$ cat src/logic/zx_defines.svh
/*
 * Fixed sizes and constants of the 128K Spectrum memory and port unit.
 * Include this header wherever a bus width, bank number or port bit is needed.
 */

`ifndef ZX_DEFINES_SVH
`define ZX_DEFINES_SVH

// Z80 bus widths
`define ZX_ADDR_W 16
`define ZX_DATA_W 8

// Memory geometry, eight 16 KB RAM banks and two 16 KB ROM pages
`define ZX_BANK_W 3
`define ZX_RAM_ADDR_W 17
`define ZX_ROM_ADDR_W 15

// Port 7FFD bit positions
`define ZX_PAGE_LOCK_BIT 5
`define ZX_PAGE_ROM_BIT 4

// Banks that never move
`define ZX_BANK_SCREEN 3'd5
`define ZX_BANK_MID 3'd2

`define ZX_IDLE_BUS 8'hFF

`endif

$ cat src/logic/zx_bus_pkg.sv
/*
 * Types that describe the Z80 side of the unit.
 * Bus cycle kinds and the I/O port that a cycle addresses.
 */

package zx_bus_pkg;

	// Kind of bus cycle seen on the registered Z80 levels
	typedef enum logic [2:0] {
		idle         = 3'd0,
		mem_read     = 3'd1,
		mem_write    = 3'd2,
		io_read      = 3'd3,
		io_write     = 3'd4,
		opcode_fetch = 3'd5,
		int_ack      = 3'd6
	} zx_cycle_e;

	// I/O port selected by the address of an I/O cycle
	typedef enum logic [1:0] {
		port_ula  = 2'd0,
		port_page = 2'd1,
		port_none = 2'd2
	} zx_port_e;

endpackage

$ cat src/logic/zx_cpu_bus_if.sv
/*
 * Decoded Z80 bus cycles, shared between the decoder and the blocks behind it.
 * The decoder owns every signal; the other blocks only listen.
 */

`timescale 1ns/1ns

`include "zx_defines.svh"

interface zx_cpu_bus_if;

	// Registered copies of the bus
	logic [`ZX_ADDR_W-1:0] addr;
	logic [`ZX_DATA_W-1:0] wdata;

	zx_bus_pkg::zx_cycle_e cycle;
	zx_bus_pkg::zx_port_e port;

	// One-clock pulses at the start of a cycle
	logic mem_wr_stb;
	logic io_wr_stb;
	logic fetch_stb;

	modport decode (output addr, wdata, cycle, port, mem_wr_stb, io_wr_stb, fetch_stb);
	modport paging (input addr, wdata, cycle, port, mem_wr_stb, io_wr_stb, fetch_stb);
	modport memory (input addr, wdata, cycle, port, mem_wr_stb, io_wr_stb, fetch_stb);
	modport io (input addr, wdata, cycle, port, mem_wr_stb, io_wr_stb, fetch_stb);

endinterface

$ cat src/logic/zx_io_read.sv
/*
 * Output side of the unit.
 * Holds the ULA port register for border, EAR and MIC, and selects the byte
 * returned to the CPU for every kind of read cycle.
 */

`timescale 1ns/1ns

`include "zx_defines.svh"

module zx_io_read (
	input  logic clk_sys,
	input  logic reset,
	zx_cpu_bus_if.io bus,
	input  logic rom_region,
	input  logic [`ZX_DATA_W-1:0] ram_rdata,
	input  logic [`ZX_DATA_W-1:0] rom_rdata,
	input  logic [4:0] key_data,
	input  logic tape_in,
	output logic [`ZX_DATA_W-1:0] cpu_din,
	output logic [2:0] border_color,
	output logic ear_out,
	output logic mic_out
);

	logic ula_write;
	logic [`ZX_DATA_W-1:0] mem_rdata;
	logic [`ZX_DATA_W-1:0] ula_rdata;

	// ============================================================
	// ULA port write
	// ============================================================

	assign ula_write = bus.io_wr_stb && (bus.port == zx_bus_pkg::port_ula);

	always_ff @(posedge clk_sys) begin
		if (reset) begin
			border_color <= 3'd0;
			ear_out <= 1'b0;
			mic_out <= 1'b0;
		end else if (ula_write) begin
			border_color <= bus.wdata[2:0];
			ear_out <= bus.wdata[4];
			mic_out <= bus.wdata[3];
		end
	end

	// ============================================================
	// CPU read data
	// ============================================================

	assign mem_rdata = rom_region ? rom_rdata : ram_rdata;

	// Bits 7 and 5 float high on a real ULA
	assign ula_rdata = {1'b1, ~tape_in, 1'b1, key_data};

	always_comb begin
		case (bus.cycle)
			zx_bus_pkg::mem_read,
			zx_bus_pkg::opcode_fetch: cpu_din = mem_rdata;
			zx_bus_pkg::io_read: begin
				if (bus.port == zx_bus_pkg::port_ula)
					cpu_din = ula_rdata;
				else
					cpu_din = `ZX_IDLE_BUS;
			end
			// Interrupt acknowledge also lands here and reads FF
			default: cpu_din = `ZX_IDLE_BUS;
		endcase
	end

endmodule

$ cat src/flat_wrapper.sv
// flat-port wrapper written by rule: the top's interface ports become plain ports
module zx_io_read_flat 
  (clk_sys, reset, rom_region, ram_rdata, rom_rdata, key_data, tape_in, cpu_din, border_color, ear_out, mic_out, bus_addr, bus_wdata, bus_cycle, bus_port, bus_mem_wr_stb, bus_io_wr_stb, bus_fetch_stb);
  zx_cpu_bus_if bus_i ();
  input  logic clk_sys;
  input  logic reset;
  input  logic rom_region;
  input  logic [`ZX_DATA_W-1:0] ram_rdata;
  input  logic [`ZX_DATA_W-1:0] rom_rdata;
  input  logic [4:0] key_data;
  input  logic tape_in;
  output logic [`ZX_DATA_W-1:0] cpu_din;
  output logic [2:0] border_color;
  output logic ear_out;
  output logic mic_out;
  input wire logic [$bits(bus_i.addr)-1:0] bus_addr;
  input wire logic [$bits(bus_i.wdata)-1:0] bus_wdata;
  input wire logic [$bits(bus_i.cycle)-1:0] bus_cycle;
  input wire logic [$bits(bus_i.port)-1:0] bus_port;
  input wire logic [$bits(bus_i.mem_wr_stb)-1:0] bus_mem_wr_stb;
  input wire logic [$bits(bus_i.io_wr_stb)-1:0] bus_io_wr_stb;
  input wire logic [$bits(bus_i.fetch_stb)-1:0] bus_fetch_stb;
  assign bus_i.addr = bus_addr;
  assign bus_i.wdata = bus_wdata;
  assign bus_i.cycle = bus_cycle;
  assign bus_i.port = bus_port;
  assign bus_i.mem_wr_stb = bus_mem_wr_stb;
  assign bus_i.io_wr_stb = bus_io_wr_stb;
  assign bus_i.fetch_stb = bus_fetch_stb;
  zx_io_read u_core (.clk_sys(clk_sys), .reset(reset), .bus(bus_i), .rom_region(rom_region), .ram_rdata(ram_rdata), .rom_rdata(rom_rdata), .key_data(key_data), .tape_in(tape_in), .cpu_din(cpu_din), .border_color(border_color), .ear_out(ear_out), .mic_out(mic_out));
endmodule
$ cat config.mk
export PLATFORM = sky130hd
export DESIGN_NAME = zx_io_read_flat
export DESIGN_NICKNAME = d
export VERILOG_FILES = /design/src/logic/zx_bus_pkg.sv /design/src/logic/zx_cpu_bus_if.sv /design/src/logic/zx_io_read.sv /design/src/flat_wrapper.sv
export VERILOG_INCLUDE_DIRS = /design/src /design/src/logic
export SDC_FILE = /design/constraint.sdc
export NUM_CORES = 1
export LEC_CHECK = 0
export BUFFER_PORTS_ARGS = -buffer_cell sky130_fd_sc_hd__buf_4
export CORE_MARGIN = 10
export CORE_UTILIZATION = 30
export DETAILED_ROUTE_END_ITERATION = 6
export GPL_ROUTABILITY_DRIVEN = 0
export PLACE_DENSITY = 0.81
export RECOVER_POWER = 25
export SYNTH_ARGS = -nofsm -noshare
export SYNTH_HDL_FRONTEND = slang
export SYNTH_SLANG_ARGS = --single-unit
$ cat constraint.sdc
create_clock -name clk_sys -period 1.98 [get_ports clk_sys]
set_clock_uncertainty 0.2 [all_clocks]
set_input_delay 0.396 -clock clk_sys [delete_from_list [all_inputs] [get_ports clk_sys]]
set_output_delay 0.396 -clock clk_sys [all_outputs]
set_load 0.01 [all_outputs]
==> impl_metrics.py <==
metrics = {
    "critical_path": {
        "worstPathRequired_ns": 1.38,
        "worstSetupPathType": "input port to primary output",
        "cpMaxStageDelayCell": "nor2_1",
        "endpoint_kind": "primary output",
        "critPathLaunchType": "input port",
        "path_cells": "clkbuf_4, nor2_1, a22oi_1, buf_4",
        "cp_slowest_stage_delay_ns": 0.33,
        "worstPathArrival_ns": 1.19,
        "cp_max_fo": 6,
    },
    "synthesis": {
        "syn-num-nets": 104,
        "syn_area_per_cell_um2": 9.504,
        "netlist_instances": 47,
        "netlist.area_leader.share_pct": 29.13,
        "synth_cell_types": 12,
        "synth_seq_cells": 5,
        "synth_area_leader_cell": "mux2i_1",
        "synthTopCellsByArea": "mux2i_1 (29%), dfxtp_1 (22%), nand2b_1 (14%), nor4bb_1 (11%), a22oi_1 (10%)",
        "yosysWarnings": 0,
        "syn-cell-area_um2": 446.7,
        "yosysSeqAreaShare_pct": 22.41,
    },
    "floorplanning": {
        "die_h_um": 58.59,
        "die_w_um": 58.59,
        "row_count": 13,
        "start_util_pct": 33.09,
        "core_mm2": 0.001350,
        "dieArea_mm2": 0.003432,
        "io_pins": 70,
    },
    "job": {
        "drv_cap": 0,
    },
    "detailed_routing": {
        "drc": 0,
        "vias": 561,
        "ant_nets": 0,
        "vias_per_cell": 4.965,
        "routed_wl_um": 1775,
        "drt_first_pass_iters": 4,
        "wire_per_inst_um": 15.71,
        "drt_iter0_markers": 7,
    },
    "clock_tree": {
        "cts_tree": "done",
        "clk_path_buf_depth": 2,
        "root_buffer": "clkbuf_4",
        "numCtsBuffers": 3,
        "cts_sinks": 5,
        "cts.clk_slew.worst_paths_ns": 0.04,
        "cts_resized": 0,
        "clk_latency_ns": 0.24,
        "post_cts_buffers": 0,
        "ctsHoldBuffers": 0,
        "htreeDepth": 1,
    },
    "pwr": {
        "leakage_nw": 0.4076,
        "ir_drop_uv": 295.8,
        "pwr_density_cell_mw_per_mm2": 417.8,
    },
    "cells_and_area": {
        "fillers": 127,
        "nNetsFinal": 156,
        "register_area_um2": 100.1,
        "antenna_cells": 0,
        "multiInputGateArea_um2": 322.8,
        "area_growth_pct": 87.12,
        "drive_above_1_share_pct": 53.06,
    },
    "sta": {
        "setup_viol": 0,
        "tns_ns": 0,
        "rsz0062_at_grt": "false",
        "slew_headroom_pct": 37.61,
        "tightest_slew_ns": 0.9339,
        "finalHoldViolations": 0,
        "fin_crit_sh_pct": 90.18,
        "drv_slew": 0,
        "hold_slack_ns": 0.2251,
        "fmax_mhz": 560.0,
        "min_period_ns": 1.786,
    },
    "global_routing": {
        "grt_pass1_vias": 612,
        "antenna_found_initial": 0,
        "grt_pass1_wl_um": 2766,
        "gr-total-overflow": 0,
        "grt_max_degree": 11,
        "grt_use_total_pct": 10.37,
    },
    "placed_design": {
        "io_buffers": 48,
        "hpwl_um": 1547,
    },
    "run_status": {
        "status": "complete, no violations",
    },
    "worst_hold_path": {
        "hold_class": "input port to flip-flop",
    },
}
-- layer usage --
metal / GRT usage, % / part of all wire (%)
met3: 5.794 / 15
met2: 14.26 / 37
met1: 11.91 / 46
met5: 0 / 0
met4: 6.885 / 2.4
-- report_power, final --
part           leakage, nW  switching (W)  internal, W
combinational        0.352      0.0000443    0.0000818
sequential          0.0406     0.00000186     0.000105
clock               0.0150      0.0000404    0.0000761
total                0.408      0.0000866     0.000263
-- critical path, delay by kind of cell --
family / cells / cell delay (ns)
compound gates: 1 / 0.17
buf+inv: 2 / 0.29
simple gates: 1 / 0.33
-- metrics by stage --
stage	util, %	cells	power, W	instance area (um2)	setup WS (ns)
after floorplan	-	47	0.0001560	446.7	0.4702
after global placement	60.80	109	0.0002360	820.8	0.2080
after detailed placement	60.80	109	0.0002383	820.8	0.2030
after CTS	62.74	113	0.0003592	847.1	0.2034
after global routing	61.91	113	0.0003733	835.8	0.1213
final	61.91	113	0.0003492	835.8	0.1944
-- cells in the mapped netlist, drive strengths merged --
| cell | number |
|---|---|
| mux2i | 13 |
| nand2b | 10 |
| a22oi | 6 |
| dfxtp | 5 |
| nor4bb | 5 |
| buf | 2 |
| nand2 | 2 |
| and4b | 1 |
| nor2 | 1 |
| nor2b | 1 |
| nor3b | 1 |
-- cells in the final DEF, fill, tap and decap left out --
cell,instances
buf_4,48
mux2i_1,13
nand2b_1,10
a22oi_1,6
nor4bb_1,5
dfxtp_1,5
clkbuf_4,4
nand2_1,2
nor2_1,1
and4b_1,1
nor2b_1,1
nor3b_1,1
clkbuf_1,1
-- sequential cells by signal, indices dropped and copies added, names as in the netlist --
| name | cells |
|---|---|
| u_core.border_color | 3 |
| u_core.ear_out | 1 |
| u_core.mic_out | 1 |
-- path summary, 6_finish.rpt --
kind | start | endpoint | slack [ns] | depth (start not counted)
setup reg to reg | u_core.ear_out | u_core.ear_out | 1.20 | 2
hold reg to reg | u_core.border_color[1] | u_core.border_color[1] | 0.27 | 2
hold / removal | bus_wdata[1] | u_core.border_color[1] | 0.23 | 3
setup / recovery | bus_port[1] | cpu_din[3] | 0.19 | 4
-- layout make-up --
type | count | area share [%]
Timing Repair Buffer | 49 | 44.01
Clock buffer | 4 | 3.144
Sequential cell | 5 | 11.98
Multi-Input combinational cell | 40 | 38.62
Tap cell | 15 | 2.246
-- cells by family after synthesis --
group           after synthesis  synth area share [%]
compound gates                6                 10.08
mux                          13                 29.13
buf+inv                       2                 2.801
simple gates                 21                 35.58
flops                         5                 22.41
Note: power is estimated with default switching activity, not from simulation.
