## src/logic/zx_defines.svh

```systemverilog
/*
 * Fixed sizes and constants of the 128K Spectrum memory and port unit.
 * Include this header wherever a bus width, bank number or port bit is needed.
 */

`ifndef ZX_DEFINES_SVH
`define ZX_DEFINES_SVH

// Z80 bus widths
`define ZX_ADDR_W 16
`define ZX_DATA_W 8

// Memory geometry, eight 16 KB RAM banks and two 16 KB ROM pages
`define ZX_BANK_W 3
`define ZX_RAM_ADDR_W 17
`define ZX_ROM_ADDR_W 15

// Port 7FFD bit positions
`define ZX_PAGE_LOCK_BIT 5
`define ZX_PAGE_ROM_BIT 4

// Banks that never move
`define ZX_BANK_SCREEN 3'd5
`define ZX_BANK_MID 3'd2

`define ZX_IDLE_BUS 8'hFF

`endif

```

## src/logic/zx_bus_pkg.sv

```systemverilog
/*
 * Types that describe the Z80 side of the unit.
 * Bus cycle kinds and the I/O port that a cycle addresses.
 */

package zx_bus_pkg;

	// Kind of bus cycle seen on the registered Z80 levels
	typedef enum logic [2:0] {
		idle         = 3'd0,
		mem_read     = 3'd1,
		mem_write    = 3'd2,
		io_read      = 3'd3,
		io_write     = 3'd4,
		opcode_fetch = 3'd5,
		int_ack      = 3'd6
	} zx_cycle_e;

	// I/O port selected by the address of an I/O cycle
	typedef enum logic [1:0] {
		port_ula  = 2'd0,
		port_page = 2'd1,
		port_none = 2'd2
	} zx_port_e;

endpackage

```

## src/logic/zx_mem_pkg.sv

```systemverilog
/*
 * Types that describe the memory side of the unit.
 * ROM page selection and the RAM and ROM array addresses.
 */

`include "zx_defines.svh"

package zx_mem_pkg;

	// ROM page in the 0000-3FFF window
	typedef enum logic [0:0] {
		rom_128_editor = 1'b0,
		rom_48_basic   = 1'b1
	} zx_rom_page_e;

	// Bank number in the top bits, offset inside the bank below
	typedef logic [`ZX_RAM_ADDR_W-1:0] zx_ram_addr_t;

	// ROM page in the top bit, offset inside the page below
	typedef logic [`ZX_ROM_ADDR_W-1:0] zx_rom_addr_t;

endpackage

```

## src/logic/zx_cpu_bus_if.sv

```systemverilog
/*
 * Decoded Z80 bus cycles, shared between the decoder and the blocks behind it.
 * The decoder owns every signal; the other blocks only listen.
 */

`timescale 1ns/1ns

`include "zx_defines.svh"

interface zx_cpu_bus_if;

	// Registered copies of the bus
	logic [`ZX_ADDR_W-1:0] addr;
	logic [`ZX_DATA_W-1:0] wdata;

	zx_bus_pkg::zx_cycle_e cycle;
	zx_bus_pkg::zx_port_e port;

	// One-clock pulses at the start of a cycle
	logic mem_wr_stb;
	logic io_wr_stb;
	logic fetch_stb;

	modport decode (output addr, wdata, cycle, port, mem_wr_stb, io_wr_stb, fetch_stb);
	modport paging (input addr, wdata, cycle, port, mem_wr_stb, io_wr_stb, fetch_stb);
	modport memory (input addr, wdata, cycle, port, mem_wr_stb, io_wr_stb, fetch_stb);
	modport io (input addr, wdata, cycle, port, mem_wr_stb, io_wr_stb, fetch_stb);

endinterface

```

## src/logic/zx_paging.sv

```systemverilog
/*
 * 128K paging through port 7FFD.
 * Holds the page register and the 48K model flag, and maps the CPU address
 * onto a RAM bank or the ROM region with its page.
 */

`timescale 1ns/1ns

`include "zx_defines.svh"

module zx_paging (
	input  logic clk_sys,
	input  logic reset,
	input  logic model_48k,
	zx_cpu_bus_if.paging bus,
	output zx_mem_pkg::zx_ram_addr_t ram_addr,
	output zx_mem_pkg::zx_rom_page_e rom_page,
	output logic rom_region
);

	logic [`ZX_DATA_W-1:0] page_reg;
	logic zx48;
	logic page_disable;
	logic page_write;
	logic [`ZX_BANK_W-1:0] bank;

	// ============================================================
	// Page register
	// ============================================================

	// Lock bit set or 48K model freezes the register until reset
	assign page_disable = zx48 | page_reg[`ZX_PAGE_LOCK_BIT];
	assign page_write = bus.io_wr_stb && (bus.port == zx_bus_pkg::port_page) &&
		!page_disable;

	always_ff @(posedge clk_sys) begin
		if (reset) begin
			page_reg <= '0;
			zx48 <= model_48k;
		end else if (page_write) begin
			page_reg <= bus.wdata;
		end
	end

	// ============================================================
	// Address map
	// ============================================================

	always_comb begin
		rom_region = 1'b0;
		case (bus.addr[15:14])
			2'd0: begin
				bank = '0;
				rom_region = 1'b1;
			end
			2'd1: bank = `ZX_BANK_SCREEN;
			2'd2: bank = `ZX_BANK_MID;
			default: bank = page_reg[`ZX_BANK_W-1:0];
		endcase
	end

	assign ram_addr = {bank, bus.addr[13:0]};

	// 48K model always sees the 48K BASIC ROM
	assign rom_page = (page_reg[`ZX_PAGE_ROM_BIT] || zx48) ?
		zx_mem_pkg::rom_48_basic : zx_mem_pkg::rom_128_editor;

endmodule

```

## src/flat_wrapper.sv

```systemverilog
// flat-port wrapper written by rule: the top's interface ports become plain ports
module zx_paging_flat 
  (clk_sys, reset, model_48k, ram_addr, rom_page, rom_region, bus_addr, bus_wdata, bus_cycle, bus_port, bus_mem_wr_stb, bus_io_wr_stb, bus_fetch_stb);
  zx_cpu_bus_if bus_i ();
  input  logic clk_sys;
  input  logic reset;
  input  logic model_48k;
  output zx_mem_pkg::zx_ram_addr_t ram_addr;
  output zx_mem_pkg::zx_rom_page_e rom_page;
  output logic rom_region;
  input wire logic [$bits(bus_i.addr)-1:0] bus_addr;
  input wire logic [$bits(bus_i.wdata)-1:0] bus_wdata;
  input wire logic [$bits(bus_i.cycle)-1:0] bus_cycle;
  input wire logic [$bits(bus_i.port)-1:0] bus_port;
  input wire logic [$bits(bus_i.mem_wr_stb)-1:0] bus_mem_wr_stb;
  input wire logic [$bits(bus_i.io_wr_stb)-1:0] bus_io_wr_stb;
  input wire logic [$bits(bus_i.fetch_stb)-1:0] bus_fetch_stb;
  assign bus_i.addr = bus_addr;
  assign bus_i.wdata = bus_wdata;
  assign bus_i.cycle = bus_cycle;
  assign bus_i.port = bus_port;
  assign bus_i.mem_wr_stb = bus_mem_wr_stb;
  assign bus_i.io_wr_stb = bus_io_wr_stb;
  assign bus_i.fetch_stb = bus_fetch_stb;
  zx_paging u_core (.clk_sys(clk_sys), .reset(reset), .model_48k(model_48k), .bus(bus_i), .ram_addr(ram_addr), .rom_page(rom_page), .rom_region(rom_region));
endmodule
```

## config.mk

```make
export PLATFORM = sky130hd
export DESIGN_NAME = zx_paging_flat
export DESIGN_NICKNAME = d
export VERILOG_FILES = /design/src/logic/zx_bus_pkg.sv /design/src/logic/zx_mem_pkg.sv /design/src/logic/zx_cpu_bus_if.sv /design/src/logic/zx_paging.sv /design/src/flat_wrapper.sv
export VERILOG_INCLUDE_DIRS = /design/src /design/src/logic
export SDC_FILE = /design/constraint.sdc
export NUM_CORES = 1
export LEC_CHECK = 0
export ABC_AREA = 0
export BUFFER_PORTS_ARGS = -buffer_cell sky130_fd_sc_hd__buf_2
export CAP_MARGIN = 20
export CORE_AREA = 2 2 39 41
export DETAILED_ROUTE_END_ITERATION = 8
export DIE_AREA = 0 0 41 43
export PLACE_DENSITY = 0.87
export SLEW_MARGIN = 20
export SYNTH_ARGS = -nofsm -noshare
export SYNTH_HDL_FRONTEND = slang
export SYNTH_SLANG_ARGS = --single-unit
```

## constraint.sdc

```tcl
create_clock -name clk_sys -period 3.5 [get_ports clk_sys]
set_clock_uncertainty 0.1 [all_clocks]
set_input_delay 0.525 -clock clk_sys [delete_from_list [all_inputs] [get_ports clk_sys]]
set_output_delay 0.525 -clock clk_sys [all_outputs]
set_load 0.005 [all_outputs]
```

==> flow_metrics.py <==
metrics = {
    "global_route": {
        "overflow": 0,
        "grt_pass1_wl_mm": 1.041,
        "grt_util_all_layers": 0.08972,
        "grt_pass1_vias": 267,
        "grt_max_degree": 11,
        "antenna_found_initial": 0,
    },
    "run": {
        "maxCapViolCount": 0,
    },
    "synthesis": {
        "syn_inst": 45,
        "syn_area_per_cell_um2": 9.036,
        "syn_nets": 80,
        "mappedNetlistArea_um2": 406.6,
        "seq_area_frac_synth": 0.3200,
        "synthTopCellsByArea": "buf_4, dfxtp_1, nand2b_1, mux2i_1, edfxtp_1",
        "yosys.area.top_type_share": 0.2585,
        "synth_area_leader_cell": "buf_4",
        "yosys_warnings": 0,
        "ys_types": 12,
        "synth-seq-cells": 6,
    },
    "clock_tree": {
        "clk_latency_ps": 240,
        "cts_tree": "yes",
        "cts_buffer_depth": 2,
        "clk_pin_slew_ps": 50,
        "cts_hold_buf": 0,
        "htree_levels": 1,
        "numCtsBuffers": 3,
        "post_cts_buffers": 0,
        "cts_resized": 0,
        "cts-root-buf": "clkbuf_4",
        "cts.sink_count": 6,
    },
    "critical_path": {
        "ff2ff_path_depth": 3,
        "reg2reg_slack_ps": 2240,
        "cp.arrival_ps": 1010,
        "timing.rr.start": "u_core.zx48",
        "critPathRequiredTime_ps": 2870,
        "regToRegEndpoint": "u_core.page_reg[2]",
        "cp_max_fo": 2,
        "end_kind": "output port",
        "crit_type": "reg -> out",
        "cp-start-kind": "flip-flop",
    },
    "layout": {
        "largest_reg_flops": 5,
        "layoutNonFillerInstCount": 67,
        "diodes": 0,
        "fin_area_um2": 421.7,
        "nets": 87,
        "multi_input_area_um2": 148.9,
        "layout-drive-gt1-share": 0.4118,
        "fin_util": 0.3047,
        "syn2layout_area_growth_pct": 3.692,
        "layout_common_cells": "buf_2, nand2b_1, dfxtp_1",
        "layout_commonest_cell": "buf_2",
        "seq_area_um2": 130.1,
        "nFillCells": 162,
    },
    "power": {
        "vdd_drop_max_v": 0.0001540,
        "total_power_mw": 0.1620,
        "power_density_nw_per_um2": 384.1,
        "leakage_nw": 0.1847,
    },
    "sta": {
        "finalHoldViolCount": 0,
        "slew_violations": 0,
        "timing.hold.ws_ps": 357.2,
        "fin_tns_setup_ps": 0,
        "max_clock_freq_mhz": 610.0,
        "fin_crit_ps": 1639,
        "setup_viol": 0,
        "relSlewSlack": 0.8301,
        "setup_slack_ps": 1861,
        "timing.final.crit_share": 0.4684,
        "rsz0062_at_grt": "no",
        "tightest_slew_ps": 254.7,
    },
    "route": {
        "initialDrtViolationCount": 0,
        "ant_nets": 0,
        "viasPerCell": 3.985,
        "drc": 0,
        "dr.pass1.iters": 1,
        "drt_wl_total_um": 632,
        "wl_per_cell_um": 9.433,
        "vias": 267,
    },
    "placed_design": {
        "place.port_buffers": 17,
        "gp_congestion": 0.6274,
        "dp_hpwl_um": 496.9,
        "postPlaceCellArea_um2": 395.4,
        "dp_slack_ps": 1952,
        "place_inst": 63,
    },
    "floorplan": {
        "row_count": 14,
        "dieArea_um2": 1763,
        "die_height_um": 43,
        "coreArea_um2": 1384,
        "ioPinCount": 54,
        "die_w_um": 41,
        "initial_utilization": 0.2939,
    },
    "worst_hold_path": {
        "hold_depth": 1,
        "whs_endpoint": "u_core.zx48",
        "hold_class": "in -> reg",
        "min_from": "model_48k",
    },
    "outcome": {
        "status": "finished clean",
    },
}
==> where the power goes <==
group	total [mW]	leakage, nW	switching (mW)	internal, mW
Clock	0.0678	0.0150	0.0246	0.0432
Sequential	0.0738	0.0502	0.00101	0.0728
Combinational	0.0204	0.119	0.00828	0.0121
Total	0.162	0.185	0.0339	0.128
==> critical path: stages, from the launching register on <==
cell      delay (ps)
edfxtp_1         370
or2_2            280
buf_2            130
==> cells in the mapped netlist <==
cell / count
dfxtp_1: 5
or2_2: 1
inv_1: 3
a21boi_0: 3
buf_4: 14
edfxtp_1: 1
mux2i_1: 4
nand2b_1: 8
buf_6: 1
a41oi_1: 1
nor2_1: 3
and4b_1: 1
==> layout make-up <==
cell class / instances / share of cell area
repair buffers: 17 / 0.2018
clock buffers: 4 / 0.06231
flip-flops and latches: 6 / 0.3086
inverters: 3 / 0.02671
well taps: 16 / 0.04748
multi-input cells: 21 / 0.3531
==> worst max-delay path by stage <==
stage / endpoint / from / slack [ps] / cells past startpoint
2_1_floorplan: ram_addr[14] / bus_addr[14] / 2160 / 1
3_3_place_gp: ram_addr[14] / bus_addr[15] / 1960 / 3
3_5_place_dp: ram_addr[16] / bus_addr[15] / 1950 / 3
4_1_cts: rom_page / u_core.zx48 / 1840 / 2
5_1_grt: rom_page / u_core.zx48 / 1780 / 2
6_report: rom_page / u_core.zx48 / 1860 / 2
==> metal layers <==
layer  up-vias  global-route usage  wire length, um
met2        14             0.09688              261
met3         6             0.04712               84
met1       103              0.1042              275
met4         0              0.1133               12
li1        144                   -                -
met5         -                   0                0
==> logic make-up (layout without fill, tap and decap cells) <==
logic type / count (synthesis) / after routing / synth area share
AO/OA/AOI/OAI: 4 / 4 / 0.07692
AND/OR/NAND/NOR: 13 / 13 / 0.1908
buffers and inverters: 18 / 24 / 0.3138
multiplexers: 4 / 4 / 0.09847
flip-flops: 6 / 6 / 0.3200
Note: power is estimated with default switching activity, not from simulation.
