## src/logic/zx_defines.svh

```systemverilog
/*
 * Fixed sizes and constants of the 128K Spectrum memory and port unit.
 * Include this header wherever a bus width, bank number or port bit is needed.
 */

`ifndef ZX_DEFINES_SVH
`define ZX_DEFINES_SVH

// Z80 bus widths
`define ZX_ADDR_W 16
`define ZX_DATA_W 8

// Memory geometry, eight 16 KB RAM banks and two 16 KB ROM pages
`define ZX_BANK_W 3
`define ZX_RAM_ADDR_W 17
`define ZX_ROM_ADDR_W 15

// Port 7FFD bit positions
`define ZX_PAGE_LOCK_BIT 5
`define ZX_PAGE_ROM_BIT 4

// Banks that never move
`define ZX_BANK_SCREEN 3'd5
`define ZX_BANK_MID 3'd2

`define ZX_IDLE_BUS 8'hFF

`endif

```

## src/logic/zx_bus_pkg.sv

```systemverilog
/*
 * Types that describe the Z80 side of the unit.
 * Bus cycle kinds and the I/O port that a cycle addresses.
 */

package zx_bus_pkg;

	// Kind of bus cycle seen on the registered Z80 levels
	typedef enum logic [2:0] {
		idle         = 3'd0,
		mem_read     = 3'd1,
		mem_write    = 3'd2,
		io_read      = 3'd3,
		io_write     = 3'd4,
		opcode_fetch = 3'd5,
		int_ack      = 3'd6
	} zx_cycle_e;

	// I/O port selected by the address of an I/O cycle
	typedef enum logic [1:0] {
		port_ula  = 2'd0,
		port_page = 2'd1,
		port_none = 2'd2
	} zx_port_e;

endpackage

```

## src/logic/zx_cpu_bus_if.sv

```systemverilog
/*
 * Decoded Z80 bus cycles, shared between the decoder and the blocks behind it.
 * The decoder owns every signal; the other blocks only listen.
 */

`timescale 1ns/1ns

`include "zx_defines.svh"

interface zx_cpu_bus_if;

	// Registered copies of the bus
	logic [`ZX_ADDR_W-1:0] addr;
	logic [`ZX_DATA_W-1:0] wdata;

	zx_bus_pkg::zx_cycle_e cycle;
	zx_bus_pkg::zx_port_e port;

	// One-clock pulses at the start of a cycle
	logic mem_wr_stb;
	logic io_wr_stb;
	logic fetch_stb;

	modport decode (output addr, wdata, cycle, port, mem_wr_stb, io_wr_stb, fetch_stb);
	modport paging (input addr, wdata, cycle, port, mem_wr_stb, io_wr_stb, fetch_stb);
	modport memory (input addr, wdata, cycle, port, mem_wr_stb, io_wr_stb, fetch_stb);
	modport io (input addr, wdata, cycle, port, mem_wr_stb, io_wr_stb, fetch_stb);

endinterface

```

## src/logic/zx_bus_decode.sv

```systemverilog
/*
 * Z80 bus input stage.
 * Samples the bus levels every clock, classifies the cycle, decodes the
 * I/O port and turns write and fetch levels into one-clock strobes.
 */

`timescale 1ns/1ns

module zx_bus_decode (
	input  logic clk_sys,
	input  logic reset,
	input  logic [15:0] addr,
	input  logic [7:0] cpu_dout,
	input  logic mreq_n,
	input  logic iorq_n,
	input  logic rd_n,
	input  logic wr_n,
	input  logic m1_n,
	zx_cpu_bus_if.decode bus
);

	zx_bus_pkg::zx_cycle_e cycle_next;
	zx_bus_pkg::zx_cycle_e prev_cycle;
	zx_bus_pkg::zx_port_e port_next;

	// Interrupt acknowledge wins, it has iorq_n and m1_n low together
	always_comb begin
		cycle_next = zx_bus_pkg::idle;
		if (!m1_n && !iorq_n)
			cycle_next = zx_bus_pkg::int_ack;
		else if (!m1_n && !mreq_n && !rd_n)
			cycle_next = zx_bus_pkg::opcode_fetch;
		else if (!mreq_n && !rd_n)
			cycle_next = zx_bus_pkg::mem_read;
		else if (!mreq_n && !wr_n)
			cycle_next = zx_bus_pkg::mem_write;
		else if (!iorq_n && !rd_n)
			cycle_next = zx_bus_pkg::io_read;
		else if (!iorq_n && !wr_n)
			cycle_next = zx_bus_pkg::io_write;
	end

	// ULA answers on any even address, 7FFD on A15 and A1 low
	always_comb begin
		if (!addr[0])
			port_next = zx_bus_pkg::port_ula;
		else if (!addr[15] && !addr[1])
			port_next = zx_bus_pkg::port_page;
		else
			port_next = zx_bus_pkg::port_none;
	end

	always_ff @(posedge clk_sys) begin
		bus.addr <= addr;
		bus.wdata <= cpu_dout;
		if (reset) begin
			bus.cycle <= zx_bus_pkg::idle;
			bus.port <= zx_bus_pkg::port_none;
			prev_cycle <= zx_bus_pkg::idle;
			bus.mem_wr_stb <= 1'b0;
			bus.io_wr_stb <= 1'b0;
			bus.fetch_stb <= 1'b0;
		end else begin
			bus.cycle <= cycle_next;
			bus.port <= port_next;
			prev_cycle <= bus.cycle;
			// Rising edge of each level against the sample before it
			bus.mem_wr_stb <= (bus.cycle == zx_bus_pkg::mem_write) &&
				(prev_cycle != zx_bus_pkg::mem_write);
			bus.io_wr_stb <= (bus.cycle == zx_bus_pkg::io_write) &&
				(prev_cycle != zx_bus_pkg::io_write);
			bus.fetch_stb <= (bus.cycle == zx_bus_pkg::opcode_fetch) &&
				(prev_cycle != zx_bus_pkg::opcode_fetch);
		end
	end

endmodule

```

## src/flat_wrapper.sv

```systemverilog
// flat-port wrapper written by rule: the top's interface ports become plain ports
module zx_bus_decode_flat 
  (clk_sys, reset, addr, cpu_dout, mreq_n, iorq_n, rd_n, wr_n, m1_n, bus_addr, bus_wdata, bus_cycle, bus_port, bus_mem_wr_stb, bus_io_wr_stb, bus_fetch_stb);
  zx_cpu_bus_if bus_i ();
  input  logic clk_sys;
  input  logic reset;
  input  logic [15:0] addr;
  input  logic [7:0] cpu_dout;
  input  logic mreq_n;
  input  logic iorq_n;
  input  logic rd_n;
  input  logic wr_n;
  input  logic m1_n;
  output wire logic [$bits(bus_i.addr)-1:0] bus_addr;
  output wire logic [$bits(bus_i.wdata)-1:0] bus_wdata;
  output wire logic [$bits(bus_i.cycle)-1:0] bus_cycle;
  output wire logic [$bits(bus_i.port)-1:0] bus_port;
  output wire logic [$bits(bus_i.mem_wr_stb)-1:0] bus_mem_wr_stb;
  output wire logic [$bits(bus_i.io_wr_stb)-1:0] bus_io_wr_stb;
  output wire logic [$bits(bus_i.fetch_stb)-1:0] bus_fetch_stb;
  assign bus_addr = bus_i.addr;
  assign bus_wdata = bus_i.wdata;
  assign bus_cycle = bus_i.cycle;
  assign bus_port = bus_i.port;
  assign bus_mem_wr_stb = bus_i.mem_wr_stb;
  assign bus_io_wr_stb = bus_i.io_wr_stb;
  assign bus_fetch_stb = bus_i.fetch_stb;
  zx_bus_decode u_core (.clk_sys(clk_sys), .reset(reset), .addr(addr), .cpu_dout(cpu_dout), .mreq_n(mreq_n), .iorq_n(iorq_n), .rd_n(rd_n), .wr_n(wr_n), .m1_n(m1_n), .bus(bus_i));
endmodule
```

## config.mk

```make
export PLATFORM = sky130hd
export DESIGN_NAME = zx_bus_decode_flat
export DESIGN_NICKNAME = d
export VERILOG_FILES = /design/src/logic/zx_bus_pkg.sv /design/src/logic/zx_cpu_bus_if.sv /design/src/logic/zx_bus_decode.sv /design/src/flat_wrapper.sv
export VERILOG_INCLUDE_DIRS = /design/src /design/src/logic
export SDC_FILE = /design/constraint.sdc
export NUM_CORES = 1
export LEC_CHECK = 0
export BUFFER_PORTS_ARGS = -buffer_cell sky130_fd_sc_hd__buf_2
export CAP_MARGIN = 20
export CORE_ASPECT_RATIO = 0.75
export CORE_UTILIZATION = 39
export CTS_CLUSTER_SIZE = 16
export DETAILED_ROUTE_END_ITERATION = 7
export PLACE_DENSITY = 0.76
export SLEW_MARGIN = 40
export SYNTH_ARGS = -nofsm -noshare
export SYNTH_HDL_FRONTEND = slang
export SYNTH_SLANG_ARGS = --single-unit
```

## constraint.sdc

```tcl
create_clock -name clk_sys -period 0.8 [get_ports clk_sys]
set_input_delay 0.04 -clock clk_sys [delete_from_list [all_inputs] [get_ports clk_sys]]
set_output_delay 0.04 -clock clk_sys [all_outputs]
set_load 0.02 [all_outputs]
```

==> run_results.csv <==
group,metric,value,unit
status,outcome,"complete, but fails checks",
status,violations,"setup timing",
synth,synth_cell_type_count,18,
die,die_x,58.2,um
critical_path,worstReg2RegEnd,"u_core.bus.io_wr_stb",
die,die_area,0.00257,mm^2
sta,period_share,109,%
synth,yosys_warnings,0,
critical_path,path_max_fanout,3,
pwr,vdd_drop_max,1.45,mV
placed_design,placed_cell_area,0.00126,mm^2
die,die_y,44.1,um
final_layout,n_antenna_cell,0,
grt,grt_use_met2,52.6,%
pwr,power_density,2020,mW/mm^2
min_path,hold_depth,4,
grt,met1_usage,24.0,%
final_layout,syn2layout_area_growth,105,%
sta,drv_slew,0,
synth,syn_area_per_cell,15.4,um^2
run,maxCapViolCount,0,
die,placementRows,14,
route,wirelength,3100,um
route,vias_per_cell,4.38,
clocking,clkLatencyLatePin,0.34,ns
die,start_util,43.6,%
sta,fin_skew,0.0111,ns
clocking,clkSlewWorstSetupHoldPaths,0.11,ns
sta,hold_viol_final,0,
grt,antenna_found_initial,0,
final_layout,postLayoutCellArea,0.00189,mm^2
min_path,min_from,"m1_n",
sta,tightestPinTransition,0.282,ns
grt,grt-busiest-layer,"met2",
placed_design,routabilityCongestion,0.675,
critical_path,worst-endpoint-required,1.04,ns
critical_path,end_kind,"register",
route,ant_nets,0,
synth,netlist_instances,60,
critical_path,cp_num_buf_inv,0,
placed_design,dp.cells,153,
route,first_pass_iters,3,
critical_path,critPathKind,"register to register",
critical_path,crit_arrival,1.11,ns
critical_path,cpLargestDelayFamily,"flip-flops",
sta,rsz0062_at_grt,"true",
synth,synth-seq-cells,35,
final_layout,fin_cells,189,
sta,post-route-min-period,0.870,ns
clocking,cts_tree,"done",
sta,relSlewSlack,81.1,%
min_path,hold_class,"input pin to register",
clocking,cts_made_buffers,5,
critical_path,cp-start-kind,"register",
critical_path,rrSetupSlack,-0.07,ns
final_layout,nets,187,
critical_path,slowest_delay,0.40,ns
min_path,worst_hold_path.endpoint,"u_core.bus.cycle[2]",
grt,grt_pass1_vias,928,
sta,setup_violations,33,
clocking,root_buffer,"clkbuf_4",
clocking,clock_path_buffers,2,
route,route.detailed.drc,0,
grt,grt_usage,26.9,%
route,drt-wirelength-per-cell,16.4,um
grt,grt_pass1_wl,4710,um
sta,worst_slack,-0.0701,ns
pwr,p_leak,0.869,nW
route,first_iter_violations,11,
synth,ys_seq_area_share,75.9,%
die,core_area,0.00212,mm^2
critical_path,r2r-start,"u_core.prev_cycle[2]",
sta,max_freq,1150,MHz
pwr,finalPower,3.81,mW
route,dr_total_vias,828,
grt,grt_overflow,0,
synth,syn_nets,91,
synth,syn_area,923,um^2
critical_path,worstPathCellList,"nor3b_2, nor4b_4",
grt,use_met3,9.94,%
clocking,cts_sinks,35,
placed_design,io_buffers,62,
clocking,htree_levels,2,
critical_path,r2r_cells,2,
sta,whs,0.0256,ns
grt,grt_max_degree,12,
critical_path,slowest_stage,"dfxtp_1",
die,io_pins,63,
final_layout,final_layout_size_suffix_gt1_share,73.2,%
sta,setup_tns,-1.29,ns
==> worst max-delay path by stage <==
stage,start,endpoint,slack [ns],depth (start not counted)
floorplan,u_core.bus.cycle[2],u_core.bus.io_wr_stb,0.01,2
global placement,u_core.prev_cycle[0],u_core.bus.mem_wr_stb,0.05,2
detailed placement,u_core.prev_cycle[1],u_core.bus.mem_wr_stb,0.01,2
CTS,u_core.bus.cycle[1],bus_cycle[1],-0.07,1
global route,u_core.bus.cycle[0],bus_cycle[0],-0.10,1
finish,u_core.prev_cycle[2],u_core.bus.io_wr_stb,-0.07,2
==> registers in the layout, indices dropped and copies added (netlist names) <==
signal                 cells
u_core.bus.wdata           8
u_core.bus.cycle           3
u_core.bus.fetch_stb       1
u_core.prev_cycle          3
u_core.bus.addr           16
u_core.bus.io_wr_stb       1
u_core.bus.mem_wr_stb      1
u_core.bus.port            2
==> metrics by stage <==
step	util (%)	worst slack, ns
after CTS	88.0	-0.0656
final	89.1	-0.0701
after floorplan	-	0.0149
after global routing	89.1	-0.104
after global placement	59.7	0.0509
after detailed placement	59.7	0.0135
==> layer usage <==
layer / vias up / wire length (um)
li1: 393 / -
met1: 371 / 1040
met2: 51 / 1700
met3: 13 / 231
met4: 0 / 125
met5: - / 0
==> cell usage after synthesis, drive strengths merged <==
master,n,area (um^2)
o21ai,3,15.0
mux2i,1,10.0
dfxtp,35,701
and4bb,1,12.5
a21o,1,7.51
inv,2,7.51
a21oi,1,5.00
buf,1,11.3
nor3,1,5.00
nor2b,3,33.8
and4b,1,10.0
nand2b,1,6.26
nor3b,2,15.0
nor4b,4,68.8
nor2,2,7.51
nand3b,1,7.51
==> cells in the final DEF (no fill, tap or decap) <==
master / count
a21oi_1: 1
dfxtp_4: 1
and4b_1: 1
nor4b_4: 2
nor2b_1: 1
mux2i_1: 1
buf_4: 2
buf_2: 30
nand3b_1: 1
nor3b_2: 2
buf_6: 33
inv_1: 2
nor3_1: 1
nand2b_1: 1
nor4b_2: 2
clkinv_2: 1
dfxtp_1: 1
nor2b_4: 2
nor2_1: 2
bufinv_16: 1
a21o_1: 1
o21ai_0: 3
clkbuf_4: 5
clkbuf_8: 1
dfxtp_2: 33
dlygate4sd3_1: 25
and4bb_1: 1
==> where the power goes <==
group | internal, mW | total (mW) | switching, mW
Sequential | 1.85 | 1.90 | 0.0567
Combinational | 0.330 | 0.563 | 0.233
Clock | 0.738 | 1.35 | 0.607
Total | 2.91 | 3.81 | 0.896
==> cell type report <==
cell class,count,area [um^2]
repair buffers,90,787
multi-input cells,22,223
well taps,32,40.0
clock inverters,2,35.0
fillers,91,230
inverters,2,7.51
flip-flops and latches,35,746
clock buffers,6,51.3
==> tightest hold or removal path, delay by kind of cell <==
family                 cells  cell delay [ns]
buffers and inverters      2             0.16
AOI/OAI and AO/OA          1             0.05
and+or+nand+nor            1             0.07
==> logic make-up (layout without fill, tap and decap cells) <==
logic type	count (synthesis)	after routing	share of synthesized area, %
AOI/OAI and AO/OA	5	5	2.98
buffers and inverters	3	100	2.03
DFF	35	35	75.9
muxes	1	1	1.08
and+or+nand+nor	16	16	18.0
==> repair_timing <==
action | 4_1_cts | 5_1_grt
pin swaps | 2 | 1
endpoints found under the setup margin | 33 | 35
hold buffers | 25 | 0
resized for setup | 94 | 7
setup buffers | 3 | 0
hold endpoints to repair | 27 | 0
No activity file was read; power rests on OpenSTA's default activity.
